**src/hdl/bridge_pkg.sv**
```systemverilog
package bridge_pkg;

    ////////////////////////////////////////////////////////////////////////////
    // widths
    ////////////////////////////////////////////////////////////////////////////

    typedef logic [31:0] addr_t;
    typedef logic [31:0] data_t;
    typedef logic [3:0]  strb_t;
    typedef logic [3:0]  axi_id_t;
    // log2 of the byte count
    typedef logic [1:0]  size_t;

    ////////////////////////////////////////////////////////////////////////////
    // bundles
    ////////////////////////////////////////////////////////////////////////////

    // one cpu request, held until addr_ok
    typedef struct packed {
        logic  req;
        logic  wr;
        size_t size;
        strb_t wstrb;
        addr_t addr;
        data_t wdata;
    } sram_req_t;

    // read engine handshakes for the merger
    typedef struct packed {
        logic    accept;
        axi_id_t accept_id;
        logic    ret;
        axi_id_t ret_id;
        data_t   ret_data;
    } rd_event_t;

    typedef struct packed {
        logic accept;
        logic done;
    } wr_event_t;

    // word of the outstanding write
    typedef struct packed {
        logic        pending;
        logic [29:0] word;
    } wr_hazard_t;

    typedef enum logic [1:0] {RD_IDLE, RD_ADDR, RD_WAIT} rd_state_t;
    typedef enum logic [1:0] {WR_IDLE, WR_ADDR, WR_DATA, WR_RESP} wr_state_t;

    // fixed axi fields, single beat incrementing
    localparam logic [1:0] AXI_BURST_INCR = 2'b01;
    localparam logic [7:0] AXI_LEN_SINGLE = 8'h00;

endpackage
```
**src/hdl/cpu_axi_bridge.sv**
```systemverilog
`timescale 1ns/10ps

module cpu_axi_bridge #(
    parameter bridge_pkg::axi_id_t INST_ID = 4'd0,
    parameter bridge_pkg::axi_id_t DATA_ID = 4'd1
) (
    input  logic                  clk,
    input  logic                  resetn,

    // cpu side
    input  bridge_pkg::sram_req_t inst_req,
    input  bridge_pkg::sram_req_t data_req,
    output logic                  inst_addr_ok,
    output logic                  inst_data_ok,
    output bridge_pkg::data_t     inst_rdata,
    output logic                  data_addr_ok,
    output logic                  data_data_ok,
    output bridge_pkg::data_t     data_rdata,

    // ar
    output bridge_pkg::axi_id_t   arid,
    output bridge_pkg::addr_t     araddr,
    output logic [7:0]            arlen,
    output logic [2:0]            arsize,
    output logic [1:0]            arburst,
    output logic                  arvalid,
    input  logic                  arready,
    // r, response and last not used for single beats
    input  bridge_pkg::axi_id_t   rid,
    input  bridge_pkg::data_t     rdata,
    input  logic [1:0]            rresp,
    input  logic                  rlast,
    input  logic                  rvalid,
    output logic                  rready,
    // aw
    output bridge_pkg::axi_id_t   awid,
    output bridge_pkg::addr_t     awaddr,
    output logic [7:0]            awlen,
    output logic [2:0]            awsize,
    output logic [1:0]            awburst,
    output logic                  awvalid,
    input  logic                  awready,
    // w
    output bridge_pkg::axi_id_t   wid,
    output bridge_pkg::data_t     wdata,
    output bridge_pkg::strb_t     wstrb,
    output logic                  wlast,
    output logic                  wvalid,
    input  logic                  wready,
    // b, only one write outstanding so bid is not checked
    input  bridge_pkg::axi_id_t   bid,
    input  logic [1:0]            bresp,
    input  logic                  bvalid,
    output logic                  bready
);
    import bridge_pkg::*;

    rd_event_t  rd_evt;
    wr_event_t  wr_evt;
    wr_hazard_t hazard;

    axi_read_engine #(
        .INST_ID (INST_ID),
        .DATA_ID (DATA_ID)
    ) u_rd (
        .clk      (clk),
        .resetn   (resetn),
        .inst_req (inst_req),
        .data_req (data_req),
        .hazard   (hazard),
        .arid     (arid),
        .araddr   (araddr),
        .arsize   (arsize),
        .arlen    (arlen),
        .arburst  (arburst),
        .arvalid  (arvalid),
        .arready  (arready),
        .rid      (rid),
        .rdata    (rdata),
        .rvalid   (rvalid),
        .rready   (rready),
        .rd_evt   (rd_evt)
    );

    axi_write_engine #(
        .DATA_ID (DATA_ID)
    ) u_wr (
        .clk      (clk),
        .resetn   (resetn),
        .data_req (data_req),
        .awid     (awid),
        .awaddr   (awaddr),
        .awsize   (awsize),
        .awlen    (awlen),
        .awburst  (awburst),
        .awvalid  (awvalid),
        .awready  (awready),
        .wid      (wid),
        .wdata    (wdata),
        .wstrb    (wstrb),
        .wlast    (wlast),
        .wvalid   (wvalid),
        .wready   (wready),
        .bvalid   (bvalid),
        .bready   (bready),
        .wr_evt   (wr_evt),
        .hazard   (hazard)
    );

    sram_resp_merge #(
        .INST_ID (INST_ID),
        .DATA_ID (DATA_ID)
    ) u_merge (
        .clk          (clk),
        .resetn       (resetn),
        .rd_evt       (rd_evt),
        .wr_evt       (wr_evt),
        .inst_addr_ok (inst_addr_ok),
        .inst_data_ok (inst_data_ok),
        .inst_rdata   (inst_rdata),
        .data_addr_ok (data_addr_ok),
        .data_data_ok (data_data_ok),
        .data_rdata   (data_rdata)
    );

endmodule

```
**src/hdl/sram_resp_merge.sv**
```systemverilog
`timescale 1ns/10ps

module sram_resp_merge #(
    parameter bridge_pkg::axi_id_t INST_ID = 4'd0,
    parameter bridge_pkg::axi_id_t DATA_ID = 4'd1
) (
    input  logic                  clk,
    input  logic                  resetn,
    input  bridge_pkg::rd_event_t rd_evt,
    input  bridge_pkg::wr_event_t wr_evt,
    output logic                  inst_addr_ok,
    output logic                  inst_data_ok,
    output bridge_pkg::data_t     inst_rdata,
    output logic                  data_addr_ok,
    output logic                  data_data_ok,
    output bridge_pkg::data_t     data_rdata
);
    import bridge_pkg::*;

    logic inst_acc;
    logic inst_ret;
    logic data_acc;
    logic data_ret;
    // write done that lost against a read return
    logic wr_done_pend;

    ////////////////////////////////////////////////////////////////////////////
    // route by id
    ////////////////////////////////////////////////////////////////////////////

    assign inst_acc = rd_evt.accept && (rd_evt.accept_id == INST_ID);
    assign inst_ret = rd_evt.ret && (rd_evt.ret_id == INST_ID);
    assign data_acc = rd_evt.accept && (rd_evt.accept_id == DATA_ID);
    assign data_ret = rd_evt.ret && (rd_evt.ret_id == DATA_ID);

    ////////////////////////////////////////////////////////////////////////////
    // pulses
    ////////////////////////////////////////////////////////////////////////////

    always_ff @(posedge clk) begin
        if (!resetn) begin
            inst_addr_ok <= 1'b0;
            inst_data_ok <= 1'b0;
            data_addr_ok <= 1'b0;
            data_data_ok <= 1'b0;
            wr_done_pend <= 1'b0;
        end else begin
            inst_addr_ok <= inst_acc;
            inst_data_ok <= inst_ret;
            // read and write accepts never overlap on the data port
            data_addr_ok <= data_acc || wr_evt.accept;
            data_data_ok <= data_ret || wr_evt.done || wr_done_pend;
            // collision, read goes now and write follows next cycle
            wr_done_pend <= data_ret && wr_evt.done;
        end
    end

    // read data, held between returns
    always_ff @(posedge clk) begin
        if (inst_ret) begin
            inst_rdata <= rd_evt.ret_data;
        end
        if (data_ret) begin
            data_rdata <= rd_evt.ret_data;
        end
    end

endmodule

```
**src/hdl/axi_write_engine.sv**
```systemverilog
`timescale 1ns/10ps

module axi_write_engine #(
    parameter bridge_pkg::axi_id_t DATA_ID = 4'd1
) (
    input  logic                   clk,
    input  logic                   resetn,
    input  bridge_pkg::sram_req_t  data_req,
    output bridge_pkg::axi_id_t    awid,
    output bridge_pkg::addr_t      awaddr,
    output logic [2:0]             awsize,
    output logic [7:0]             awlen,
    output logic [1:0]             awburst,
    output logic                   awvalid,
    input  logic                   awready,
    output bridge_pkg::axi_id_t    wid,
    output bridge_pkg::data_t      wdata,
    output bridge_pkg::strb_t      wstrb,
    output logic                   wlast,
    output logic                   wvalid,
    input  logic                   wready,
    input  logic                   bvalid,
    output logic                   bready,
    output bridge_pkg::wr_event_t  wr_evt,
    output bridge_pkg::wr_hazard_t hazard
);
    import bridge_pkg::*;

    wr_state_t state;
    wr_state_t state_next;
    logic      take_wr;
    logic      aw_fire;
    logic      w_fire;
    logic      b_fire;

    assign take_wr = (state == WR_IDLE) && data_req.req && data_req.wr;
    assign aw_fire = awvalid && awready;
    assign w_fire  = wvalid && wready;
    assign b_fire  = bvalid && bready;

    ////////////////////////////////////////////////////////////////////////////
    // fsm, aw then w then b
    ////////////////////////////////////////////////////////////////////////////

    always_ff @(posedge clk) begin
        if (!resetn) begin
            state <= WR_IDLE;
        end else begin
            state <= state_next;
        end
    end

    always_comb begin
        state_next = state;
        case (state)
            WR_IDLE: begin
                if (take_wr) begin
                    state_next = WR_ADDR;
                end
            end
            WR_ADDR: begin
                if (aw_fire) begin
                    state_next = WR_DATA;
                end
            end
            WR_DATA: begin
                if (w_fire) begin
                    state_next = WR_RESP;
                end
            end
            WR_RESP: begin
                if (b_fire) begin
                    state_next = WR_IDLE;
                end
            end
            default: begin
                state_next = WR_IDLE;
            end
        endcase
    end

    // whole write captured up front, cpu may change wdata after addr_ok
    always_ff @(posedge clk) begin
        if (take_wr) begin
            awaddr <= data_req.addr;
            awsize <= {1'b0, data_req.size};
            wstrb  <= data_req.wstrb;
            wdata  <= data_req.wdata;
        end
    end

    assign awvalid = (state == WR_ADDR);
    assign wvalid  = (state == WR_DATA);
    assign bready  = (state == WR_RESP);

    assign awid    = DATA_ID;
    assign wid     = DATA_ID;
    assign awlen   = AXI_LEN_SINGLE;
    assign awburst = AXI_BURST_INCR;
    assign wlast   = 1'b1;

    ////////////////////////////////////////////////////////////////////////////
    // events and hazard
    ////////////////////////////////////////////////////////////////////////////

    always_comb begin
        wr_evt.accept  = aw_fire;
        wr_evt.done    = b_fire;
        // busy from capture until the b handshake
        hazard.pending = (state != WR_IDLE);
        hazard.word    = awaddr[31:2];
    end

endmodule

```
**src/hdl/axi_read_engine.sv**
```systemverilog
`timescale 1ns/10ps

module axi_read_engine #(
    parameter bridge_pkg::axi_id_t INST_ID = 4'd0,
    parameter bridge_pkg::axi_id_t DATA_ID = 4'd1
) (
    input  logic                   clk,
    input  logic                   resetn,
    input  bridge_pkg::sram_req_t  inst_req,
    input  bridge_pkg::sram_req_t  data_req,
    input  bridge_pkg::wr_hazard_t hazard,
    output bridge_pkg::axi_id_t    arid,
    output bridge_pkg::addr_t      araddr,
    output logic [2:0]             arsize,
    output logic [7:0]             arlen,
    output logic [1:0]             arburst,
    output logic                   arvalid,
    input  logic                   arready,
    input  bridge_pkg::axi_id_t    rid,
    input  bridge_pkg::data_t      rdata,
    input  logic                   rvalid,
    output logic                   rready,
    output bridge_pkg::rd_event_t  rd_evt
);
    import bridge_pkg::*;

    rd_state_t state;
    rd_state_t state_next;
    logic      data_blocked;
    logic      take_data;
    logic      take_inst;
    logic      ar_fire;
    logic      r_fire;

    ////////////////////////////////////////////////////////////////////////////
    // request selection
    ////////////////////////////////////////////////////////////////////////////

    // read after write to the same word waits for the b response
    assign data_blocked = hazard.pending && (hazard.word == data_req.addr[31:2]);

    // data side wins over fetch
    assign take_data = (state == RD_IDLE) && data_req.req && !data_req.wr && !data_blocked;
    assign take_inst = (state == RD_IDLE) && inst_req.req && !take_data;

    assign ar_fire = arvalid && arready;
    assign r_fire  = rvalid && rready;

    ////////////////////////////////////////////////////////////////////////////
    // fsm
    ////////////////////////////////////////////////////////////////////////////

    always_ff @(posedge clk) begin
        if (!resetn) begin
            state <= RD_IDLE;
        end else begin
            state <= state_next;
        end
    end

    always_comb begin
        state_next = state;
        case (state)
            RD_IDLE: begin
                if (take_data || take_inst) begin
                    state_next = RD_ADDR;
                end
            end
            RD_ADDR: begin
                if (ar_fire) begin
                    state_next = RD_WAIT;
                end
            end
            RD_WAIT: begin
                if (r_fire) begin
                    state_next = RD_IDLE;
                end
            end
            default: begin
                state_next = RD_IDLE;
            end
        endcase
    end

    // ar payload, stable while arvalid is up
    always_ff @(posedge clk) begin
        if (take_data) begin
            arid   <= DATA_ID;
            araddr <= data_req.addr;
            arsize <= {1'b0, data_req.size};
        end else if (take_inst) begin
            arid   <= INST_ID;
            araddr <= inst_req.addr;
            arsize <= {1'b0, inst_req.size};
        end
    end

    assign arvalid = (state == RD_ADDR);
    assign rready  = (state == RD_WAIT);
    assign arlen   = AXI_LEN_SINGLE;
    assign arburst = AXI_BURST_INCR;

    ////////////////////////////////////////////////////////////////////////////
    // events for the merger
    ////////////////////////////////////////////////////////////////////////////

    always_comb begin
        rd_evt.accept    = ar_fire;
        rd_evt.accept_id = arid;
        rd_evt.ret       = r_fire;
        rd_evt.ret_id    = rid;
        rd_evt.ret_data  = rdata;
    end

endmodule

```
**config.mk**
```make
export PLATFORM = sky130hd
export DESIGN_NAME = cpu_axi_bridge
export DESIGN_NICKNAME = d
export VERILOG_FILES = /design/src/hdl/bridge_pkg.sv /design/src/hdl/cpu_axi_bridge.sv /design/src/hdl/sram_resp_merge.sv /design/src/hdl/axi_write_engine.sv /design/src/hdl/axi_read_engine.sv
export SDC_FILE = /design/constraint.sdc
export NUM_CORES = 1
export LEC_CHECK = 0
export ABC_AREA = 1
export BUFFER_PORTS_ARGS = -buffer_cell sky130_fd_sc_hd__buf_2
export CELL_PAD_IN_SITES_DETAIL_PLACEMENT = 1
export CELL_PAD_IN_SITES_GLOBAL_PLACEMENT = 2
export CORE_UTILIZATION = 28
export DETAILED_ROUTE_END_ITERATION = 10
export MAX_ROUTING_LAYER = met4
export PLACE_DENSITY_LB_ADDON = 0.1
export RECOVER_POWER = 100
export SLEW_MARGIN = 15
export SYNTH_ARGS = -nofsm -noshare
export SYNTH_HDL_FRONTEND = slang
export SYNTH_SLANG_ARGS = --single-unit
```
**constraint.sdc**
```tcl
create_clock -name clk -period 7.8 [get_ports clk]
set_input_delay 0 -clock clk [delete_from_list [all_inputs] [get_ports clk]]
set_output_delay 0 -clock clk [all_outputs]
set_load 0.02 [all_outputs]
```
==> flow_summary.json <==
{
  "status": "finished, violations left",
  "violations": "capacitance limit, slew limit",
  "synthFlopType": "edfxtp_1",
  "hold_viol_final": 0,
  "worst_slack_ns": 2.717,
  "tritoncts": "done",
  "finalWirelength_um": 23490,
  "drive_above_1_share": 0.1318,
  "min_from": "data_req[70]",
  "r2r_cells": 10,
  "ys_types": 29,
  "powerDensity_nw_per_um2": 232.6,
  "die_x_um": 158.8,
  "reg2reg_setup_slack_ns": 2.72,
  "antenna_cells": 0,
  "cp-endpoint": "u_rd.araddr[18]$_DFFE_PP_",
  "holdPathStages": 5,
  "synth_area_per_cell_um2": 13.39,
  "ys_warn_count": 0,
  "cts_made_buffers": 17,
  "ys_top_cells_by_area": "edfxtp_1 73%, nand2_1 6.8%, inv_1 3.9%, buf_4 3.8%, dfxtp_1 2.9%",
  "dp_hpwl_um": 16280,
  "grt_pass1_vias": 5955,
  "critPathLaunchType": "flop",
  "startpoint": "u_wr.state[0]$_SDFFE_PN0P_",
  "yosys.cell_count.top_type": "edfxtp_1",
  "r2r_start": "u_wr.state[0]$_SDFFE_PN0P_",
  "clk_pin_slew_ns": 0.08,
  "mappedNetlistArea_um2": 6884,
  "core_area_um2": 24250,
  "cts_root_buf": "clkbuf_16",
  "grt_pass1_wl_um": 35540,
  "dieHeight_um": 158.8,
  "crit_type": "flop to flop",
  "io_pins": 408,
  "crit_path_end_kind": "flop",
  "routed_via_density": 4.110,
  "synthCells": 514,
  "synth_seq_cells": 178,
  "ys_top_cells_by_count": "168 x edfxtp_1, 124 x nand2_1, 71 x inv_1",
  "drv_cap": 4,
  "seq_area_frac_synth": 0.7619,
  "ant_nets": 0,
  "r2r-end": "u_rd.araddr[18]$_DFFE_PP_",
  "insertion_delay_ns": 0.43,
  "fill_cells": 2807,
  "max_slew_margin": -1.786,
  "post_cts_buffers": 0,
  "vias": 5512,
  "fin_crit_ns": 5.083,
  "track_usage": 0.1936,
  "synth.top_cell.area_share": 0.7328,
  "cts_max_path_buffers": 2,
  "gp_congestion": 0.8654,
  "h-tree-depth": 4,
  "synth_edf_count": 168,
  "setup_violations": 0,
  "route.detailed.drc": 0,
  "post-place-ws_ns": 4.254,
  "clock.fmax_mhz": 196.7,
  "hp-class": "primary input to flop",
  "synthArstFlopShare": 0,
  "cp_max_fo": 59,
  "finalNetCount": 1205,
  "tns_ns": 0,
  "initial_core_util": 0.2839,
  "cp_data_required_time_ns": 7.65,
  "drt-pass1-iter-count": 4,
  "antenna_found_initial": 0,
  "hold_ws_ns": 0.2340,
  "p_leak_uw": 0.004192,
  "cts.sinks": 178,
  "rsz0062_at_grt": "false",
  "grt.overflow.total": 0,
  "rows": 57,
  "routedWlPerCell_um": 17.52,
  "power_uw": 2452,
  "skew_ns": 0.01522,
  "io_buffer_count": 327,
  "postLayoutCoreUtil": 0.4348,
  "period_share": 0.6517,
  "drtIter0Drc": 215,
  "dieArea_um2": 25220,
  "worstMarginPinSlew_ns": 4.179,
  "ir_drop_v": 0.0001620,
  "cp_data_arrival_time_ns": 4.93,
  "areaGrowthSynthToFinish_pct": 53.14,
  "finalMaxSlewViolations": 198,
  "grt_max_degree": 71,
  "synth_area_leader_cell": "edfxtp_1"
}
[layout make-up]
cell class	count	area, um2	area share
Multi-Input combinational cell	254	1169	0.1108
Tap cell	324	405.4	0.03845
Timing Repair Buffer	481	2859	0.2712
Clock inverter	14	165.2	0.01567
Sequential cell	178	5245	0.4975
Inverter	72	270.3	0.02563
Clock buffer	18	429.2	0.04071
[stage by stage]
| stage | instance area, um2 | std cells |
|---|---|---|
| after floorplan | 7004 | 546 |
| after global placement | 8776 | 1159 |
| after detailed placement | 8776 | 1159 |
| after CTS | 10870 | 1341 |
| after global routing | 10540 | 1341 |
| final | 10540 | 1341 |
[worst max-delay path, stage by stage, from the launching register on]
cell and delay, ns:
dfxtp_1 0.37, inv_1 0.10, ha_1 0.26, a21oi_1 0.13, nand2_1 0.07, nor2_1 0.09
nand2_1 0.07, nor2_2 0.10, nand2_1 0.33, nand2_1 1.68, nand2_2 1.23
[cell usage in the layout (no fill, tap or decap)]
| cell type | synthesis | layout |
|---|---|---|
| nand4_1 | 1 | 1 |
| ha_1 | 5 | 5 |
| dlygate4sd3_1 | 0 | 150 |
| nor2_4 | 0 | 1 |
| inv_1 | 71 | 71 |
| nand2_2 | 9 | 9 |
| nor4_1 | 1 | 1 |
| clkbuf_1 | 2 | 242 |
| dfxtp_1 | 10 | 10 |
| inv_6 | 0 | 4 |
| o41ai_1 | 1 | 1 |
| nand2_1 | 124 | 125 |
| nor2_1 | 14 | 13 |
| buf_2 | 3 | 89 |
| o21ai_0 | 25 | 25 |
| o22ai_1 | 1 | 1 |
| conb_1 | 2 | 34 |
| nor2_2 | 1 | 1 |
| clkbuf_16 | 0 | 17 |
| or3_1 | 1 | 1 |
| clkinv_8 | 0 | 5 |
| clkinvlp_4 | 0 | 2 |
| nor3_1 | 3 | 3 |
| a21oi_1 | 5 | 5 |
| nor4_4 | 1 | 1 |
| buf_4 | 35 | 1 |
| edfxtp_1 | 168 | 168 |
| o211ai_1 | 1 | 1 |
| xnor2_1 | 7 | 7 |
| a211oi_1 | 1 | 1 |
| nand3_1 | 18 | 18 |
| inv_2 | 1 | 1 |
| inv_8 | 0 | 3 |
[per-layer routing]
layer,GRT usage,wire length [um]
met1,0.2138,9379
met2,0.3399,12260
met3,0.05146,1439
met4,0.05737,414
met5,-,0
[registers in the layout, indices dropped and copies added (netlist names), 2 cells and up]
name                flops
u_merge.data_rdata     32
u_merge.inst_rdata     32
u_rd.araddr            32
u_wr.awaddr            32
u_wr.wdata             32
u_wr.wstrb              4
u_rd.arsize             2
u_rd.state              2
u_wr.awsize             2
u_wr.state              2
[timing repair]
item | in CTS | in global routing
gates resized for setup | 0 | 0
hold buffers | 150 | 0
hold endpoints to repair | 178 | 0
[power breakdown]
| group | internal, uW | leakage (uW) | switching (uW) |
|---|---|---|---|
| registers | 1140 | 0.00164 | 32.4 |
| clock network | 433 | 0.000282 | 426 |
| logic | 140 | 0.00227 | 279 |
| total | 1720 | 0.00419 | 737 |
[kinds of logic (layout without fill, tap and decap cells)]
family,count (synthesis),in the layout,share of synthesized area
buffers and inverters,114,585,0.08579
xor gates and xnor gates,7,7,0.008906
DFF,178,178,0.7619
AOI/OAI and AO/OA,34,34,0.02617
other,2,34,0.001091
and+or+nand+nor,174,174,0.1071
adders and majority gates,5,5,0.009088
[worst min-delay path by stage]
| stage | endpoint | slack, ns |
|---|---|---|
| final | u_rd.araddr[20]$_DFFE_PP_ | 0.23 |
| after global routing | u_rd.arsize[1]$_DFFE_PP_ | 0.23 |
| after CTS | u_rd.araddr[20]$_DFFE_PP_ | 0.24 |
| after detailed placement | u_wr.wstrb[1]$_DFFE_PP_ | 0.18 |
| after global placement | u_wr.wdata[17]$_DFFE_PP_ | 0.18 |
| after floorplan | u_merge.inst_data_ok$_SDFF_PN0_ | 0.08 |
No activity file was read; power rests on OpenSTA's default activity.
